[src/logic/mmu_pkg.sv]
/* sv32 mmu definitions */
`default_nettype none

package mmu_pkg;

    // ----------------------------------------------------------
    // address and page widths
    // ----------------------------------------------------------
    localparam int unsigned VLEN          = 32;
    localparam int unsigned PLEN          = 34;
    localparam int unsigned PPNW          = 22;
    localparam int unsigned VPNW          = 10;
    localparam int unsigned PAGE_OFFSET_W = 12;

    typedef logic [VLEN-1:0]   vaddr_t;
    typedef logic [PLEN-1:0]   paddr_t;
    typedef logic [PPNW-1:0]   ppn_t;
    typedef logic [2*VPNW-1:0] vpn_t;
    typedef logic [31:0]       pte_t;

    // ----------------------------------------------------------
    // page table entry layout
    // ----------------------------------------------------------
    localparam int unsigned PTE_V       = 0;
    localparam int unsigned PTE_R       = 1;
    localparam int unsigned PTE_W       = 2;
    localparam int unsigned PTE_X       = 3;
    localparam int unsigned PTE_U       = 4;
    localparam int unsigned PTE_A       = 6;
    localparam int unsigned PTE_D       = 7;
    // ppn[0] sits right above the flag and rsw bits
    localparam int unsigned PTE_PPN_LSB = 10;

    // ----------------------------------------------------------
    // privilege and exception causes
    // ----------------------------------------------------------
    typedef enum logic [1:0] {
        PRIV_U = 2'd0,
        PRIV_S = 2'd1
    } priv_lvl_t;

    typedef logic [4:0] cause_t;

    localparam cause_t CAUSE_LOAD_PAGE_FAULT  = 5'd13;
    localparam cause_t CAUSE_STORE_PAGE_FAULT = 5'd15;

    // page table walker FSM
    typedef enum logic [1:0] {
        WALK_IDLE,
        WALK_WAIT_GNT,
        WALK_WAIT_DATA,
        WALK_ERROR
    } walker_state_t;

endpackage

`default_nettype wire

[src/logic/dtlb.sv]
/* data TLB */
`timescale 1ns/1ps
`default_nettype none

module dtlb #(
    parameter int unsigned TLB_ENTRIES = 4
) (
    input  logic            clk_i,
    input  logic            rst_ni,
    input  logic            flush_i,
    input  mmu_pkg::vaddr_t lu_vaddr_i,
    input  logic            update_valid_i,
    input  mmu_pkg::vpn_t   update_vpn_i,
    input  mmu_pkg::pte_t   update_pte_i,
    input  logic            update_is_4m_i,
    output logic            lu_hit_o,
    output mmu_pkg::pte_t   lu_pte_o,
    output logic            lu_is_4m_o
);

    localparam int unsigned VPNW  = mmu_pkg::VPNW;
    localparam int unsigned IDX_W = (TLB_ENTRIES > 1) ? $clog2(TLB_ENTRIES) : 1;

    logic [TLB_ENTRIES-1:0] valid_q;
    logic [TLB_ENTRIES-1:0] is_4m_q;
    mmu_pkg::vpn_t          tag_q [TLB_ENTRIES];
    mmu_pkg::pte_t          pte_q [TLB_ENTRIES];
    logic [IDX_W-1:0]       rr_ptr_q;

    mmu_pkg::vpn_t          lu_vpn;
    logic [TLB_ENTRIES-1:0] match;

    assign lu_vpn = lu_vaddr_i[mmu_pkg::VLEN-1:mmu_pkg::PAGE_OFFSET_W];

    // ----------------------------------------------------------
    // lookup
    // ----------------------------------------------------------
    // a megapage entry only compares vpn[1]
    always_comb begin
        for (int i = 0; i < TLB_ENTRIES; i++) begin
            match[i] = valid_q[i]
                && (tag_q[i][VPNW +: VPNW] == lu_vpn[VPNW +: VPNW])
                && (is_4m_q[i] || (tag_q[i][VPNW-1:0] == lu_vpn[VPNW-1:0]));
        end
    end

    always_comb begin
        lu_hit_o   = |match;
        lu_pte_o   = '0;
        lu_is_4m_o = 1'b0;
        for (int i = 0; i < TLB_ENTRIES; i++) begin
            if (match[i]) begin
                lu_pte_o   = pte_q[i];
                lu_is_4m_o = is_4m_q[i];
            end
        end
    end

    // ----------------------------------------------------------
    // refill and flush
    // ----------------------------------------------------------
    always_ff @(posedge clk_i or negedge rst_ni) begin
        if (!rst_ni) begin
            valid_q  <= '0;
            rr_ptr_q <= '0;
        end else if (flush_i) begin
            valid_q <= '0;
        end else if (update_valid_i) begin
            valid_q[rr_ptr_q] <= 1'b1;
            // round robin victim
            if (rr_ptr_q == IDX_W'(TLB_ENTRIES - 1)) begin
                rr_ptr_q <= '0;
            end else begin
                rr_ptr_q <= rr_ptr_q + 1'b1;
            end
        end
    end

    // entry contents
    always_ff @(posedge clk_i) begin
        if (update_valid_i && !flush_i) begin
            tag_q[rr_ptr_q]   <= update_vpn_i;
            pte_q[rr_ptr_q]   <= update_pte_i;
            is_4m_q[rr_ptr_q] <= update_is_4m_i;
        end
    end

endmodule

`default_nettype wire

[src/logic/page_walker.sv]
/* two-level page table walker */
`timescale 1ns/1ps
`default_nettype none

module page_walker (
    input  logic            clk_i,
    input  logic            rst_ni,
    input  logic            walk_req_i,
    input  mmu_pkg::vaddr_t walk_vaddr_i,
    input  mmu_pkg::ppn_t   satp_ppn_i,
    output logic            mem_req_o,
    output mmu_pkg::paddr_t mem_addr_o,
    input  logic            mem_gnt_i,
    input  logic            mem_rvalid_i,
    input  mmu_pkg::pte_t   mem_rdata_i,
    output logic            update_valid_o,
    output mmu_pkg::vpn_t   update_vpn_o,
    output mmu_pkg::pte_t   update_pte_o,
    output logic            update_is_4m_o,
    output logic            walk_active_o,
    output logic            walk_error_o,
    output logic            miss_pulse_o
);

    localparam int unsigned VPNW    = mmu_pkg::VPNW;
    localparam int unsigned OFFW    = mmu_pkg::PAGE_OFFSET_W;
    localparam int unsigned PPN_LSB = mmu_pkg::PTE_PPN_LSB;

    mmu_pkg::walker_state_t state_q, state_d;
    // high while reading the root table
    logic                   level_q, level_d;
    mmu_pkg::vaddr_t        vaddr_q, vaddr_d;
    mmu_pkg::paddr_t        addr_q, addr_d;

    logic pte_leaf;
    logic pte_bad;
    logic pte_misaligned;

    // ----------------------------------------------------------
    // pte decode
    // ----------------------------------------------------------
    assign pte_leaf = mem_rdata_i[mmu_pkg::PTE_R] | mem_rdata_i[mmu_pkg::PTE_X];
    assign pte_bad  = !mem_rdata_i[mmu_pkg::PTE_V]
                   || (mem_rdata_i[mmu_pkg::PTE_W] && !mem_rdata_i[mmu_pkg::PTE_R]);
    // megapage must be 4 MiB aligned
    assign pte_misaligned = level_q && (mem_rdata_i[PPN_LSB +: VPNW] != '0);

    assign mem_req_o     = (state_q == mmu_pkg::WALK_WAIT_GNT);
    assign mem_addr_o    = addr_q;
    assign walk_active_o = (state_q != mmu_pkg::WALK_IDLE);
    assign walk_error_o  = (state_q == mmu_pkg::WALK_ERROR);
    assign miss_pulse_o  = (state_q == mmu_pkg::WALK_IDLE) && walk_req_i;

    assign update_vpn_o   = vaddr_q[mmu_pkg::VLEN-1:OFFW];
    assign update_pte_o   = mem_rdata_i;
    assign update_is_4m_o = level_q;

    // ----------------------------------------------------------
    // walk FSM
    // ----------------------------------------------------------
    always_comb begin
        state_d        = state_q;
        level_d        = level_q;
        vaddr_d        = vaddr_q;
        addr_d         = addr_q;
        update_valid_o = 1'b0;

        case (state_q)
            mmu_pkg::WALK_IDLE: begin
                if (walk_req_i) begin
                    vaddr_d = walk_vaddr_i;
                    level_d = 1'b1;
                    addr_d  = {satp_ppn_i, walk_vaddr_i[OFFW+VPNW +: VPNW], 2'b00};
                    state_d = mmu_pkg::WALK_WAIT_GNT;
                end
            end
            mmu_pkg::WALK_WAIT_GNT: begin
                if (mem_gnt_i) begin
                    state_d = mmu_pkg::WALK_WAIT_DATA;
                end
            end
            mmu_pkg::WALK_WAIT_DATA: begin
                if (mem_rvalid_i) begin
                    if (pte_bad) begin
                        state_d = mmu_pkg::WALK_ERROR;
                    end else if (pte_leaf) begin
                        if (pte_misaligned) begin
                            state_d = mmu_pkg::WALK_ERROR;
                        end else begin
                            update_valid_o = 1'b1;
                            state_d        = mmu_pkg::WALK_IDLE;
                        end
                    end else if (level_q) begin
                        // pointer to the second level table
                        level_d = 1'b0;
                        addr_d  = {mem_rdata_i[PPN_LSB +: mmu_pkg::PPNW],
                                   vaddr_q[OFFW +: VPNW], 2'b00};
                        state_d = mmu_pkg::WALK_WAIT_GNT;
                    end else begin
                        state_d = mmu_pkg::WALK_ERROR;
                    end
                end
            end
            default: begin
                state_d = mmu_pkg::WALK_IDLE;
            end
        endcase
    end

    always_ff @(posedge clk_i or negedge rst_ni) begin
        if (!rst_ni) begin
            state_q <= mmu_pkg::WALK_IDLE;
            level_q <= 1'b0;
        end else begin
            state_q <= state_d;
            level_q <= level_d;
        end
    end

    always_ff @(posedge clk_i) begin
        vaddr_q <= vaddr_d;
        addr_q  <= addr_d;
    end

endmodule

`default_nettype wire

[src/logic/lsu_translate.sv]
/* load/store translation stage */
`timescale 1ns/1ps
`default_nettype none

module lsu_translate (
    input  logic               clk_i,
    input  logic               rst_ni,
    input  logic               lsu_req_i,
    input  mmu_pkg::vaddr_t    lsu_vaddr_i,
    input  logic               lsu_is_store_i,
    input  logic               en_translation_i,
    input  mmu_pkg::priv_lvl_t priv_lvl_i,
    input  logic               sum_i,
    input  logic               lu_hit_i,
    input  mmu_pkg::pte_t      lu_pte_i,
    input  logic               lu_is_4m_i,
    input  logic               walk_active_i,
    input  logic               walk_error_i,
    output logic               walk_req_o,
    output mmu_pkg::vaddr_t    walk_vaddr_o,
    output logic               lsu_dtlb_hit_o,
    output mmu_pkg::ppn_t      lsu_dtlb_ppn_o,
    output logic               lsu_valid_o,
    output mmu_pkg::paddr_t    lsu_paddr_o,
    output logic               lsu_ex_valid_o,
    output mmu_pkg::cause_t    lsu_ex_cause_o,
    output mmu_pkg::vaddr_t    lsu_ex_tval_o
);

    localparam int unsigned VPNW = mmu_pkg::VPNW;
    localparam int unsigned OFFW = mmu_pkg::PAGE_OFFSET_W;

    logic            req_q;
    logic            hit_q;
    logic            err_q;
    logic            store_q;
    logic            is_4m_q;
    mmu_pkg::vaddr_t vaddr_q;
    mmu_pkg::pte_t   pte_q;

    mmu_pkg::ppn_t   ppn_q;
    logic            priv_err;
    logic            perm_err;

    // pte ppn, where a megapage takes ppn[0] from vpn[0]
    function automatic mmu_pkg::ppn_t page_ppn(input mmu_pkg::pte_t pte, input logic is_4m,
                                               input mmu_pkg::vaddr_t va);
        mmu_pkg::ppn_t ppn;
        ppn = pte[mmu_pkg::PTE_PPN_LSB +: mmu_pkg::PPNW];
        if (is_4m) begin
            ppn[VPNW-1:0] = va[OFFW +: VPNW];
        end
        return ppn;
    endfunction

    // ----------------------------------------------------------
    // request cycle
    // ----------------------------------------------------------
    // no new walk while the error of the last one is answered
    assign walk_req_o     = lsu_req_i && en_translation_i && !lu_hit_i && !err_q;
    assign walk_vaddr_o   = lsu_vaddr_i;
    assign lsu_dtlb_hit_o = en_translation_i ? lu_hit_i : 1'b1;
    assign lsu_dtlb_ppn_o = en_translation_i ? page_ppn(lu_pte_i, lu_is_4m_i, lsu_vaddr_i)
                                             : mmu_pkg::ppn_t'(lsu_vaddr_i[mmu_pkg::VLEN-1:OFFW]);

    // ----------------------------------------------------------
    // response cycle
    // ----------------------------------------------------------
    assign ppn_q = page_ppn(pte_q, is_4m_q, vaddr_q);

    assign priv_err = ((priv_lvl_i == mmu_pkg::PRIV_S) && !sum_i && pte_q[mmu_pkg::PTE_U])
                   || ((priv_lvl_i == mmu_pkg::PRIV_U) && !pte_q[mmu_pkg::PTE_U]);
    // stores need W and D, loads need R
    assign perm_err = store_q ? (!pte_q[mmu_pkg::PTE_W] || !pte_q[mmu_pkg::PTE_D])
                              : !pte_q[mmu_pkg::PTE_R];

    always_comb begin
        lsu_valid_o    = req_q;
        lsu_paddr_o    = mmu_pkg::paddr_t'(vaddr_q);
        lsu_ex_valid_o = 1'b0;
        if (en_translation_i) begin
            lsu_valid_o    = req_q && (hit_q || err_q);
            lsu_paddr_o    = {ppn_q, vaddr_q[OFFW-1:0]};
            lsu_ex_valid_o = req_q && (err_q || (hit_q && (priv_err || perm_err)));
        end
    end

    assign lsu_ex_cause_o = store_q ? mmu_pkg::CAUSE_STORE_PAGE_FAULT
                                    : mmu_pkg::CAUSE_LOAD_PAGE_FAULT;
    assign lsu_ex_tval_o  = vaddr_q;

    always_ff @(posedge clk_i or negedge rst_ni) begin
        if (!rst_ni) begin
            req_q <= 1'b0;
            hit_q <= 1'b0;
            err_q <= 1'b0;
        end else begin
            req_q <= lsu_req_i;
            hit_q <= lu_hit_i;
            err_q <= walk_error_i && walk_active_i;
        end
    end

    always_ff @(posedge clk_i) begin
        vaddr_q <= lsu_vaddr_i;
        store_q <= lsu_is_store_i;
        pte_q   <= lu_pte_i;
        is_4m_q <= lu_is_4m_i;
    end

endmodule

`default_nettype wire

[src/logic/mmu_top.sv]
/* load/store mmu */
`timescale 1ns/1ps
`default_nettype none

module mmu_top #(
    parameter int unsigned TLB_ENTRIES = 4
) (
    input  logic               clk_i,
    input  logic               rst_ni,
    // lsu request
    input  logic               lsu_req_i,
    input  mmu_pkg::vaddr_t    lsu_vaddr_i,
    input  logic               lsu_is_store_i,
    output logic               lsu_dtlb_hit_o,
    output mmu_pkg::ppn_t      lsu_dtlb_ppn_o,
    output logic               lsu_valid_o,
    output mmu_pkg::paddr_t    lsu_paddr_o,
    output logic               lsu_ex_valid_o,
    output mmu_pkg::cause_t    lsu_ex_cause_o,
    output mmu_pkg::vaddr_t    lsu_ex_tval_o,
    // csr state
    input  logic               en_translation_i,
    input  mmu_pkg::priv_lvl_t priv_lvl_i,
    input  logic               sum_i,
    input  mmu_pkg::ppn_t      satp_ppn_i,
    input  logic               flush_tlb_i,
    output logic               dtlb_miss_o,
    // page table memory
    output logic               mem_req_o,
    output mmu_pkg::paddr_t    mem_addr_o,
    input  logic               mem_gnt_i,
    input  logic               mem_rvalid_i,
    input  mmu_pkg::pte_t      mem_rdata_i
);

    logic            walk_req;
    mmu_pkg::vaddr_t walk_vaddr;
    logic            walk_active;
    logic            walk_error;
    logic            update_valid;
    mmu_pkg::vpn_t   update_vpn;
    mmu_pkg::pte_t   update_pte;
    logic            update_is_4m;
    logic            lu_hit;
    mmu_pkg::pte_t   lu_pte;
    logic            lu_is_4m;

    dtlb #(
        .TLB_ENTRIES    (TLB_ENTRIES)
    ) u_dtlb (
        .clk_i          (clk_i),
        .rst_ni         (rst_ni),
        .flush_i        (flush_tlb_i),
        .lu_vaddr_i     (lsu_vaddr_i),
        .update_valid_i (update_valid),
        .update_vpn_i   (update_vpn),
        .update_pte_i   (update_pte),
        .update_is_4m_i (update_is_4m),
        .lu_hit_o       (lu_hit),
        .lu_pte_o       (lu_pte),
        .lu_is_4m_o     (lu_is_4m)
    );

    page_walker u_walker (
        .clk_i          (clk_i),
        .rst_ni         (rst_ni),
        .walk_req_i     (walk_req),
        .walk_vaddr_i   (walk_vaddr),
        .satp_ppn_i     (satp_ppn_i),
        .mem_req_o      (mem_req_o),
        .mem_addr_o     (mem_addr_o),
        .mem_gnt_i      (mem_gnt_i),
        .mem_rvalid_i   (mem_rvalid_i),
        .mem_rdata_i    (mem_rdata_i),
        .update_valid_o (update_valid),
        .update_vpn_o   (update_vpn),
        .update_pte_o   (update_pte),
        .update_is_4m_o (update_is_4m),
        .walk_active_o  (walk_active),
        .walk_error_o   (walk_error),
        .miss_pulse_o   (dtlb_miss_o)
    );

    lsu_translate u_translate (
        .clk_i            (clk_i),
        .rst_ni           (rst_ni),
        .lsu_req_i        (lsu_req_i),
        .lsu_vaddr_i      (lsu_vaddr_i),
        .lsu_is_store_i   (lsu_is_store_i),
        .en_translation_i (en_translation_i),
        .priv_lvl_i       (priv_lvl_i),
        .sum_i            (sum_i),
        .lu_hit_i         (lu_hit),
        .lu_pte_i         (lu_pte),
        .lu_is_4m_i       (lu_is_4m),
        .walk_active_i    (walk_active),
        .walk_error_i     (walk_error),
        .walk_req_o       (walk_req),
        .walk_vaddr_o     (walk_vaddr),
        .lsu_dtlb_hit_o   (lsu_dtlb_hit_o),
        .lsu_dtlb_ppn_o   (lsu_dtlb_ppn_o),
        .lsu_valid_o      (lsu_valid_o),
        .lsu_paddr_o      (lsu_paddr_o),
        .lsu_ex_valid_o   (lsu_ex_valid_o),
        .lsu_ex_cause_o   (lsu_ex_cause_o),
        .lsu_ex_tval_o    (lsu_ex_tval_o)
    );

endmodule

`default_nettype wire

[config.mk]
export PLATFORM = sky130hd
export DESIGN_NAME = mmu_top
export DESIGN_NICKNAME = d
export VERILOG_FILES = /design/src/logic/mmu_pkg.sv /design/src/logic/dtlb.sv /design/src/logic/page_walker.sv /design/src/logic/lsu_translate.sv /design/src/logic/mmu_top.sv
export SDC_FILE = /design/constraint.sdc
export NUM_CORES = 1
export LEC_CHECK = 0
export BUFFER_PORTS_ARGS = -buffer_cell sky130_fd_sc_hd__buf_2
export CORE_ASPECT_RATIO = 1.2
export CORE_MARGIN = 2
export CORE_UTILIZATION = 45
export CTS_CLUSTER_SIZE = 25
export DETAILED_ROUTE_END_ITERATION = 7
export PLACE_DENSITY_LB_ADDON = 0.1
export RECOVER_POWER = 25
export SLEW_MARGIN = 20
export SYNTH_ARGS = -nofsm -noshare
export SYNTH_HDL_FRONTEND = slang
export SYNTH_SLANG_ARGS = --single-unit
[constraint.sdc]
create_clock -name clk_i -period 4.4 [get_ports clk_i]
set_input_delay 0.22 -clock clk_i [delete_from_list [all_inputs] [get_ports clk_i]]
set_output_delay 0.22 -clock clk_i [all_outputs]
set_load 0.005 [all_outputs]
# Word level (Yosys, flattened, before mapping)
# Memories as Yosys holds them, arrays and structs flattened.
# Cells that the tools add are included.
totals:
  regBits: 148
  latch_bits: 0
  ramBits: 208
  romBits: 0
  input_bits: 97
  out_inout_bits: 132
  elab_cells: 145
  mem_count: 2
memory_table:
  columns: ["name", "words", "word_bits", "read_ports", "rd_clocked_by_memory_dff", "write_ports", "line", "text"]
  rows:
  - ["u_dtlb.pte_q", 4, 32, 4, 0, 1, "dtlb.sv:27", "mmu_pkg::pte_t pte_q [TLB_ENTRIES];"]
  - ["u_dtlb.tag_q", 4, 20, 4, 0, 1, "dtlb.sv:26", "mmu_pkg::vpn_t tag_q [TLB_ENTRIES];"]
classes:
  add_sub_neg: 1
  n_mul: 0
  div: 0
  magnitude_cmp: 2
  eq_ne: 19
  shifts: 0
  mux: 49
  n_bitwise: 3
  n_reduce_logical: 55
op_table:
  columns: ["cell", "count"]
  rows:
  - ["$mux 34", 6]
  - ["$mux 32", 4]
  - ["$eq 10x10->1", 8]
  - ["$pmux 34 s2", 1]
  - ["$logic_and 1x1->1", 23]
  - ["$mux 22", 1]
  - ["$mux 1", 20]
  - ["$mux 10", 2]
  - ["$mux 2", 9]
  - ["$logic_not 1->1", 10]
  - ["$logic_or 1x1->1", 10]
  - ["$reduce_bool 10->1", 1]
  - ["$mux 4", 2]
  - ["$eq 2x2->1 const B", 3]
  - ["$ne 2x1->1 const B", 3]
  - ["$ne 2x2->1 const B", 3]
  - ["$pmux 2 s3", 1]
  - ["$reduce_and 6->1", 1]
  - ["$reduce_bool 2->1", 3]
  - ["$reduce_and 5->1", 1]
  - ["$bwmux 4", 1]
  - ["$eq 2x1->1 const B", 2]
  - ["$logic_not 2->1", 2]
  - ["$or 4x4->4", 1]
  - ["10 further kinds", 11]

# Longest topological paths before layout
# Gate-level depths: netlist of run 1.
depth:
  word_depth: 10
  depth_mapped: 10
  mapped_depth_nobuf: 7

# Modules after synthesis
# From an unflattened synthesis of run 1, not the netlist that was laid out.
unflattened:
  cells_unflattened: 927
  hier_area_um2: 13802.0
by_module_without_submodules:
  columns: ["module", "instances", "cells_each", "area_per_inst_um2", "seq_area_each_um2"]
  rows:
  - ["dtlb", 1, 595, 8926.1, 6516.2]
  - ["page_walker", 1, 154, 2577.5, 1636.6]
  - ["lsu_translate", 1, 178, 2298.5, 1276.2]

# Worst setup path before layout of run 1
# OpenSTA, ideal clock, no wires.
synth_timing:
  path_kind: "input-to-reg"
  start: "input port lsu_vaddr_i[16]"
  end: "register u_walker.addr_q[10] (netlist: u_walker.mem_addr_o[10]), enable pin"
  setup_time_ps: 390
  t_arrival_ps: 3682
  required_ps: 4010
  setup_slack_ps: 328
  path_stages: 8
  n_path_buf: 1
  path_cell_list: "buf_2 > xor2_1 > nor4_1 > a41oi_1 > nor2_1 > a2111o_1 > nor4_2 > a41o_1"
synth_between:
  elab_chain_cells: 9
  elab_cells_between_ends: 18
  classes_between: "eq/ne (5); reduce/logical (13)"
synth_lines:
  columns: ["item", "line", "text"]
  rows:
  - ["from (decl)", "mmu_top.sv:12", "input mmu_pkg::vaddr_t lsu_vaddr_i,"]
  - ["$eq 10x10->1", "dtlb.sv:43", "&& (is_4m_q[i] || (tag_q[i][VPNW-1:0] == lu_vpn[VPNW-1:0]));"]
  - ["$logic_or 1x1->1", "dtlb.sv:43", null]
  - ["$logic_and 1x1->1", "dtlb.sv:43", null]
  - ["$reduce_or 4->1 *", "dtlb.sv:48", "lu_hit_o = |match;"]
  - ["named net lu_hit", "mmu_top.sv:44", "logic lu_hit;"]
  - ["$logic_not 1->1 *", "lsu_translate.sv:60", "assign walk_req_o = lsu_req_i && en_translation_i && !lu_hit_i && !err_q;"]
  - ["$logic_and 1x1->1 * (2 in series)", "lsu_translate.sv:60", null]
  - ["$ne 2x1->1 (no line) *", null, null]
  - ["$reduce_and 6->1 (no line) *", null, null]
  - ["to (signal assigned)", "page_walker.sv:122", "addr_q <= addr_d;"]
  - ["to (decl)", "page_walker.sv:33", "mmu_pkg::paddr_t addr_q, addr_d;"]
# Mark *: on every way through the listed nets, which the timed path passes. The rest lies on a longest branch.
# A chain may end at the register's enable or synchronous reset.

# Worst setup path in the final report of run 1
layout_timing:
  start: "input port lsu_vaddr_i[22]"
  end: "output port lsu_dtlb_ppn_o[9]"
layout_between:
  elab_chain_cells: 9
  elab_cells_between_ends: 22
  classes_between: "eq/ne (4); mux (10); reduce/logical (8)"
layout_lines:
  columns: ["item", "line", "text"]
  rows:
  - ["$eq 10x10->1", "dtlb.sv:42", "&& (tag_q[i][VPNW +: VPNW] == lu_vpn[VPNW +: VPNW])"]
  - ["$logic_and 1x1->1", "dtlb.sv:42", null]
  - ["$logic_and 1x1->1", "dtlb.sv:43", null]
  - ["$mux 32 or $mux 1 (tied branches) (4 in series)", "dtlb.sv:52", "if (match[i]) begin"]
  - ["$mux 10 *", "lsu_translate.sv:50", "if (is_4m) begin"]
  - ["$mux 22 *", "lsu_translate.sv:63", "assign lsu_dtlb_ppn_o = en_translation_i ? page_ppn(lu_pte_i, lu_is_4m_i, lsu_vaddr_i)"]
  - ["to (decl)", "mmu_top.sv:15", "output mmu_pkg::ppn_t lsu_dtlb_ppn_o,"]
# Every way passes the cells marked *; elsewhere a longest branch is shown, timed or not.

==> flow_metrics.py, run 1 <==
metrics = {
    "timing": {
        "drv_slew": 0,
        "slew_headroom_pct": 39.0,
        "hold_violations": 0,
        "min_period_ps": 4060,
        "finalSetupViolations": 0,
        "finClkSkew_ps": 27.1,
        "fin_crit_sh_pct": 92.2,
        "setup-tns-final_ps": 0,
        "worstMarginPinSlew_ps": 915,
        "rsz0062_at_grt": "false",
        "fmax_ghz": 0.246,
        "fin_ws_ps": 341,
    },
    "placed_design": {
        "dp.cells": 1388,
        "portBuffers": 218,
        "dpl_cell_area_um2": 13900,
        "post-place-ws_ps": 907,
        "gp_congestion": 0.795,
        "dpl.hpwl_um": 21000,
    },
    "cells_and_area": {
        "final_area_um2": 15800,
        "area.growth.synth_to_final_pct": 25.7,
        "final_cells": 1523,
        "layout_commonest_cell": "edfxtp_1",
        "nets": 1218,
        "final_layout_size_suffix_gt1_share_pct": 29.8,
        "final_cell_mix": "edfxtp_1, buf_2, dlygate4sd3_1, mux2_2, dfxtp_1",
    },
    "yosys": {
        "postSynthAreaPerCell_um2": 15.0,
        "yosysSeqAreaShare_pct": 69.2,
        "syn_inst": 839,
        "yosysTopAreaCellShare_pct": 57.3,
        "yosys-top-cells-area": "edfxtp_1, dfxtp_1, mux2_2",
        "synth_area_um2": 12600,
        "synth_seq_cells": 312,
        "synth.distinct_cells": 59,
        "synth-edff-count": 240,
        "synth_top_area_cell": "edfxtp_1",
        "synthArstFlopShare_pct": 3.85,
        "dominantRegCellSynth": "edfxtp_1",
        "synth_warnings": 0,
    },
    "drt": {
        "drt_wl_total_um": 32100,
        "drt_iter0_markers": 535,
        "postRouteAntennaNets": 0,
        "wl_per_cell_um": 21.1,
        "vias": 8053,
        "drt-vias-per-instance": 5.29,
        "dr.pass1.iters": 4,
        "drcViolationCount": 0,
    },
    "setup_path": {
        "path_class": "input port to primary output",
        "start_kind": "input port",
        "cp-end-kind": "primary output",
        "arrival_ps": 3840,
        "cp.required_ps": 4180,
        "reg2reg_setup_slack_ps": 1240,
        "path_max_fanout": 22,
    },
    "floorplan": {
        "core_um2": 27700,
        "dieArea_um2": 29300,
        "rows": 67,
        "die_w_um": 157,
        "die_h_um": 187,
        "floorplan.initialDensity_pct": 45.4,
        "io_pins": 229,
    },
    "clock_tree": {
        "htreeDepth": 2,
        "clock_latency_ps": 520,
        "clock_sinks": 312,
        "clock_path_buffers": 3,
        "cts_tree": "built",
        "clkSlewWorstSetupHoldPaths_ps": 60,
        "ctsResizeCount": 0,
        "cts-buffers-inserted": 34,
        "root_buffer": "clkbuf_16",
    },
    "global_routing": {
        "grt_pass1_vias": 8294,
        "track_usage_pct": 21.9,
        "grt_max_degree": 38,
        "antenna_found_initial": 2,
        "grt_pass1_wl_um": 48100,
        "grt-ovfl-total": 0,
    },
    "power_and_ir_drop": {
        "p_leak_nw": 5.76,
        "ir_drop_mv": 0.313,
        "power_density_nw_per_um2": 450,
    },
    "hold_path": {
        "hp-class": "input port to register",
    },
    "run": {
        "maxCapViolCount": 0,
    },
    "run_status": {
        "status": "completed",
    },
}
-- where the power goes --
| group | total, mW | internal (mW) | switching, mW |
|---|---|---|---|
| clock network | 2.96 | 1.83 | 1.13 |
| logic | 0.685 | 0.320 | 0.364 |
| registers | 3.47 | 3.38 | 0.0911 |
-- layer usage --
metal	routed length (um)	track usage, %	vias up	part of all wire (%)
met5	11	0	-	0.034
met4	923	7.48	2	2.9
met3	1750	3.59	59	5.4
met2	16300	38.3	296	51
met1	13100	27.6	3951	41
li1	-	-	3745	-
-- cells in the mapped netlist (all sizes together) (2+ instances only) --
library cell  count
edfxtp          240
mux2             66
dfxtp            60
o21ai            54
xnor2            54
buf              50
nand2            32
xor2             26
clkbuf           24
a221oi           23
inv              19
nand4            19
a21oi            13
nor2             13
dfrtp            12
o211ai           12
nand3            11
a211oi           10
a31oi            10
nor4             10
o2111ai          10
o311ai           10
and2              7
o21a              6
a21o              5
a22oi             4
ha                4
nor3              4
nor2b             3
o211a             3
or3               3
or4               3
a22o              2
a41o              2
a41oi             2
conb              2
or2               2
-- what timing repair did --
item	4_1_cts	5_1_grt
endpoints found under the hold margin	154	1
buffers inserted	0	0
hold buffers	71	1
setup endpoints to repair	0	0
-- path summary, 6_finish.rpt --
path / start / endpoint / cells after the start
setup / recovery: lsu_vaddr_i[22] / lsu_dtlb_ppn_o[9] / 10
min in group asynchronous: rst_ni / u_dtlb.valid_q[1] / 2
hold / removal: satp_ppn_i[19] / u_walker.mem_addr_o[31] / 2
max in group asynchronous: rst_ni / u_dtlb.valid_q[2] / 2
hold reg to reg: u_dtlb.pte_q[3][4] / u_translate.pte_q[4] / 1
setup reg to reg: u_dtlb.tag_q[0][1] / u_translate.pte_q[30] / 8
-- final cells by class --
class / count / area (um^2)
multi-input cells: 438 / 3400
repair buffers: 312 / 1960
flip-flops and latches: 312 / 8710
diodes: 1 / 2.50
inverters: 19 / 71.3
fillers: 2255 / 11900
clock inverters: 14 / 158
clock buffers: 48 / 1040
well taps: 379 / 474
-- critical path, cell delays in order --
cell	delay, ps
dlygate4sd3_1	520
clkbuf_1	500
xnor2_1	240
nand3_1	100
or3_1	710
o211ai_1	440
a221o_1	500
a31oi_1	160
a21oi_1	260
buf_2	170
-- cell families after synthesis --
kind of cell             count (synthesis)  share of synthesized area (%)
AND/OR/NAND/NOR                        111                           4.88
flip-flops                             312                           69.2
other                                    2                         0.0597
XOR/XNOR                                80                           5.57
AO/OA/AOI/OAI                          171                           9.74
buffers and inverters                   93                           4.16
adder cells (fa/ha/maj)                  4                          0.398
multiplexers                            66                           6.00
-- registers in the layout (all words and copies together), names as in the netlist --
register and cells:
u_walker.vaddr_q 20, u_dtlb.is_4m_q 4, u_translate.pte_q 26, u_translate.is_4m_q 1, u_walker.mem_addr_o 32, u_walker.state_q 2
u_dtlb.rr_ptr_q 2, u_dtlb.tag_q 80, u_dtlb.pte_q 104, u_translate.hit_q 1, u_walker.update_is_4m_o 1, u_translate.store_q 1
u_translate.req_q 1, u_translate.err_q 1, u_dtlb.valid_q 4, u_translate.lsu_ex_tval_o 32
-- per-stage QoR --
stage / hold WS, ps / util [%] / power (mW)
floorplan: -75.6 / - / 3.88
CTS: 0.222 / 57.1 / 7.19
global placement: 149 / 50.3 / 4.17
detailed placement: 154 / 50.3 / 4.18
finish: 22.3 / 57.0 / 7.11
global route: 10.9 / 57.0 / 7.37
Note: power is estimated with default switching activity, not from simulation.
==> inputs of run 2 (changes only) <==
- BUFFER_PORTS_ARGS: -buffer_cell sky130_fd_sc_hd__buf_2 -> -buffer_cell sky130_fd_sc_hd__clkbuf_2
==> flow_metrics.py, run 2 (synthesis results as in run 1) <==
metrics = {
    "run_status": {
        "status": "completed",
    },
    "placed_design": {
        "dpl.hpwl_um": 20400,
        "portBuffers": 218,
        "gp_congestion": 0.783,
    },
    "clock_tree": {
        "clkSlewWorstSetupHoldPaths_ps": 60,
        "root_buffer": "clkbuf_16",
        "cts-buffers-inserted": 31,
        "ctsResizeCount": 0,
        "clock_path_buffers": 3,
        "htreeDepth": 1,
        "cts_tree": "built",
        "clock_sinks": 312,
        "clock_latency_ps": 550,
    },
    "setup_path": {
        "start_kind": "input port",
        "reg2reg_depth": 8,
        "arrival_ps": 3930,
        "cp.required_ps": 4180,
        "reg2reg_to": "u_walker.mem_addr_o[8]",
        "crit_family": "simple AND/OR/NAND/NOR gates",
        "cp-end-kind": "primary output",
        "path_max_fanout": 20,
        "worstPathCellList": "dlygate4sd3_1, clkbuf_1, xor2_1, nor4_1, a41oi_1, or4_1, o311ai_0, o211ai_1, a21oi_1, clkbuf_2",
        "critical_path.max_stage_delay_ps": 960,
        "path_buf_inv": 3,
        "reg2reg_setup_slack_ps": 1180,
        "critPathSlowestCell": "or4_1",
        "path_class": "input port to primary output",
        "timing.rr.start": "u_dtlb.tag_q[2][6]",
    },
    "timing": {
        "fin_crit_sh_pct": 94.4,
        "min_period_ps": 4150,
        "setup-tns-final_ps": 0,
        "finalSetupViolations": 0,
        "slew_headroom_pct": 36.3,
        "fmax_ghz": 0.241,
        "hold_violations": 0,
        "holdWs_ps": 15.1,
        "finClkSkew_ps": 9.72,
        "worstMarginPinSlew_ps": 949,
        "rsz0062_at_grt": "false",
        "drv_slew": 0,
    },
    "global_routing": {
        "antenna_found_initial": 1,
        "grt-ovfl-total": 0,
        "track_usage_pct": 21.8,
        "grt_pass1_vias": 8274,
        "grt_pass1_wl_um": 48500,
        "grt_max_degree": 49,
    },
    "drt": {
        "drt_wl_total_um": 32100,
        "drcViolationCount": 0,
        "vias": 8151,
        "dr.pass1.iters": 5,
        "drt_iter0_markers": 512,
        "drt-vias-per-instance": 5.34,
        "wl_per_cell_um": 21.0,
        "postRouteAntennaNets": 0,
    },
    "floorplan": {
        "die_w_um": 157,
        "rows": 67,
        "io_pins": 229,
        "core_um2": 27700,
        "die_h_um": 187,
        "floorplan.initialDensity_pct": 45.4,
        "dieArea_um2": 29300,
    },
    "cells_and_area": {
        "diodes": 0,
        "area.growth.synth_to_final_pct": 24.7,
        "largest_registers": "u_dtlb.pte_q (104), u_dtlb.tag_q (80)",
        "final_layout_size_suffix_gt1_share_pct": 29.0,
        "largest_reg_flops": 104,
        "top_register": "u_dtlb.pte_q",
        "utilization_pct": 56.6,
        "final_cell_mix": "edfxtp_1, clkbuf_2, dlygate4sd3_1, mux2_2, dfxtp_1",
        "nets": 1223,
        "layout_commonest_cell": "edfxtp_1",
    },
    "hold_path": {
        "hp-start": "mem_rvalid_i",
        "min_to": "u_walker.update_is_4m_o",
        "hold_depth": 3,
        "hp-class": "input port to register",
    },
    "power_and_ir_drop": {
        "ir_drop_mv": 0.299,
        "power_density_nw_per_um2": 435,
        "finalPower_mw": 6.83,
        "p_leak_nw": 5.71,
    },
    "run": {
        "maxCapViolCount": 0,
    },
}
==> run 2: per-stage QoR <==
stage,setup WS (ps),std cells,area (um^2)
2_1_floorplan,328,843,12600
3_3_place_gp,936,1386,13900
3_5_place_dp,861,1386,13900
4_1_cts,389,1525,15800
5_1_grt,134,1525,15700
6_report,246,1525,15700
==> run 2: worst register-to-register path, delay by kind of cell (launching register included) <==
family / cells / cell delay (ps)
compound gates: 3 / 1690
xor+xnor: 1 / 160
buf+inv: 1 / 200
flops: 1 / 370
simple gates: 3 / 410
==> run 2: worst max-delay path by stage <==
stage                                from                       to  slack [ps]  cells past startpoint
after floorplan           lsu_vaddr_i[16]  u_walker.mem_addr_o[10]         330                      8
after global placement    lsu_vaddr_i[16]        lsu_dtlb_ppn_o[9]         940                      9
after detailed placement  lsu_vaddr_i[16]        lsu_dtlb_ppn_o[2]         860                      9
after CTS                 lsu_vaddr_i[19]        lsu_dtlb_ppn_o[2]         390                     10
after global routing      lsu_vaddr_i[12]       lsu_dtlb_ppn_o[10]         130                     11
final                     lsu_vaddr_i[15]        lsu_dtlb_ppn_o[9]         250                     10
==> run 2: per-layer routing <==
layer  GRT usage, %  wire length (um)  part of all wire, %  vias up
li1               -                 -                    -     3757
met1           28.6             13400                   42     4031
met2           37.9             16200                   51      319
met3           3.48              1840                  5.7       42
met4           5.43               597                  1.9        2
met5              0                12                0.037        -
==> run 2: power breakdown <==
group	total (mW)	internal (mW)	switching [mW]
logic	0.698	0.328	0.369
clock network	2.66	1.56	1.11
registers	3.47	3.38	0.0927
total	6.83	5.27	1.57
==> run 2: area by class of cell <==
cell class / instances / area, um^2
Clock inverter: 20 / 209
Inverter: 19 / 71.3
Fill cell: 2268 / 12100
Tap cell: 379 / 474
Sequential cell: 312 / 8710
Multi-Input combinational cell: 438 / 3400
Timing Repair Buffer: 320 / 2020
Clock buffer: 37 / 818
==> run 2: timing repair <==
item / 4_1_cts / 5_1_grt
hold buffers: 82 / 0
setup buffers: 0 / 0
hold endpoints to repair: 171 / 0
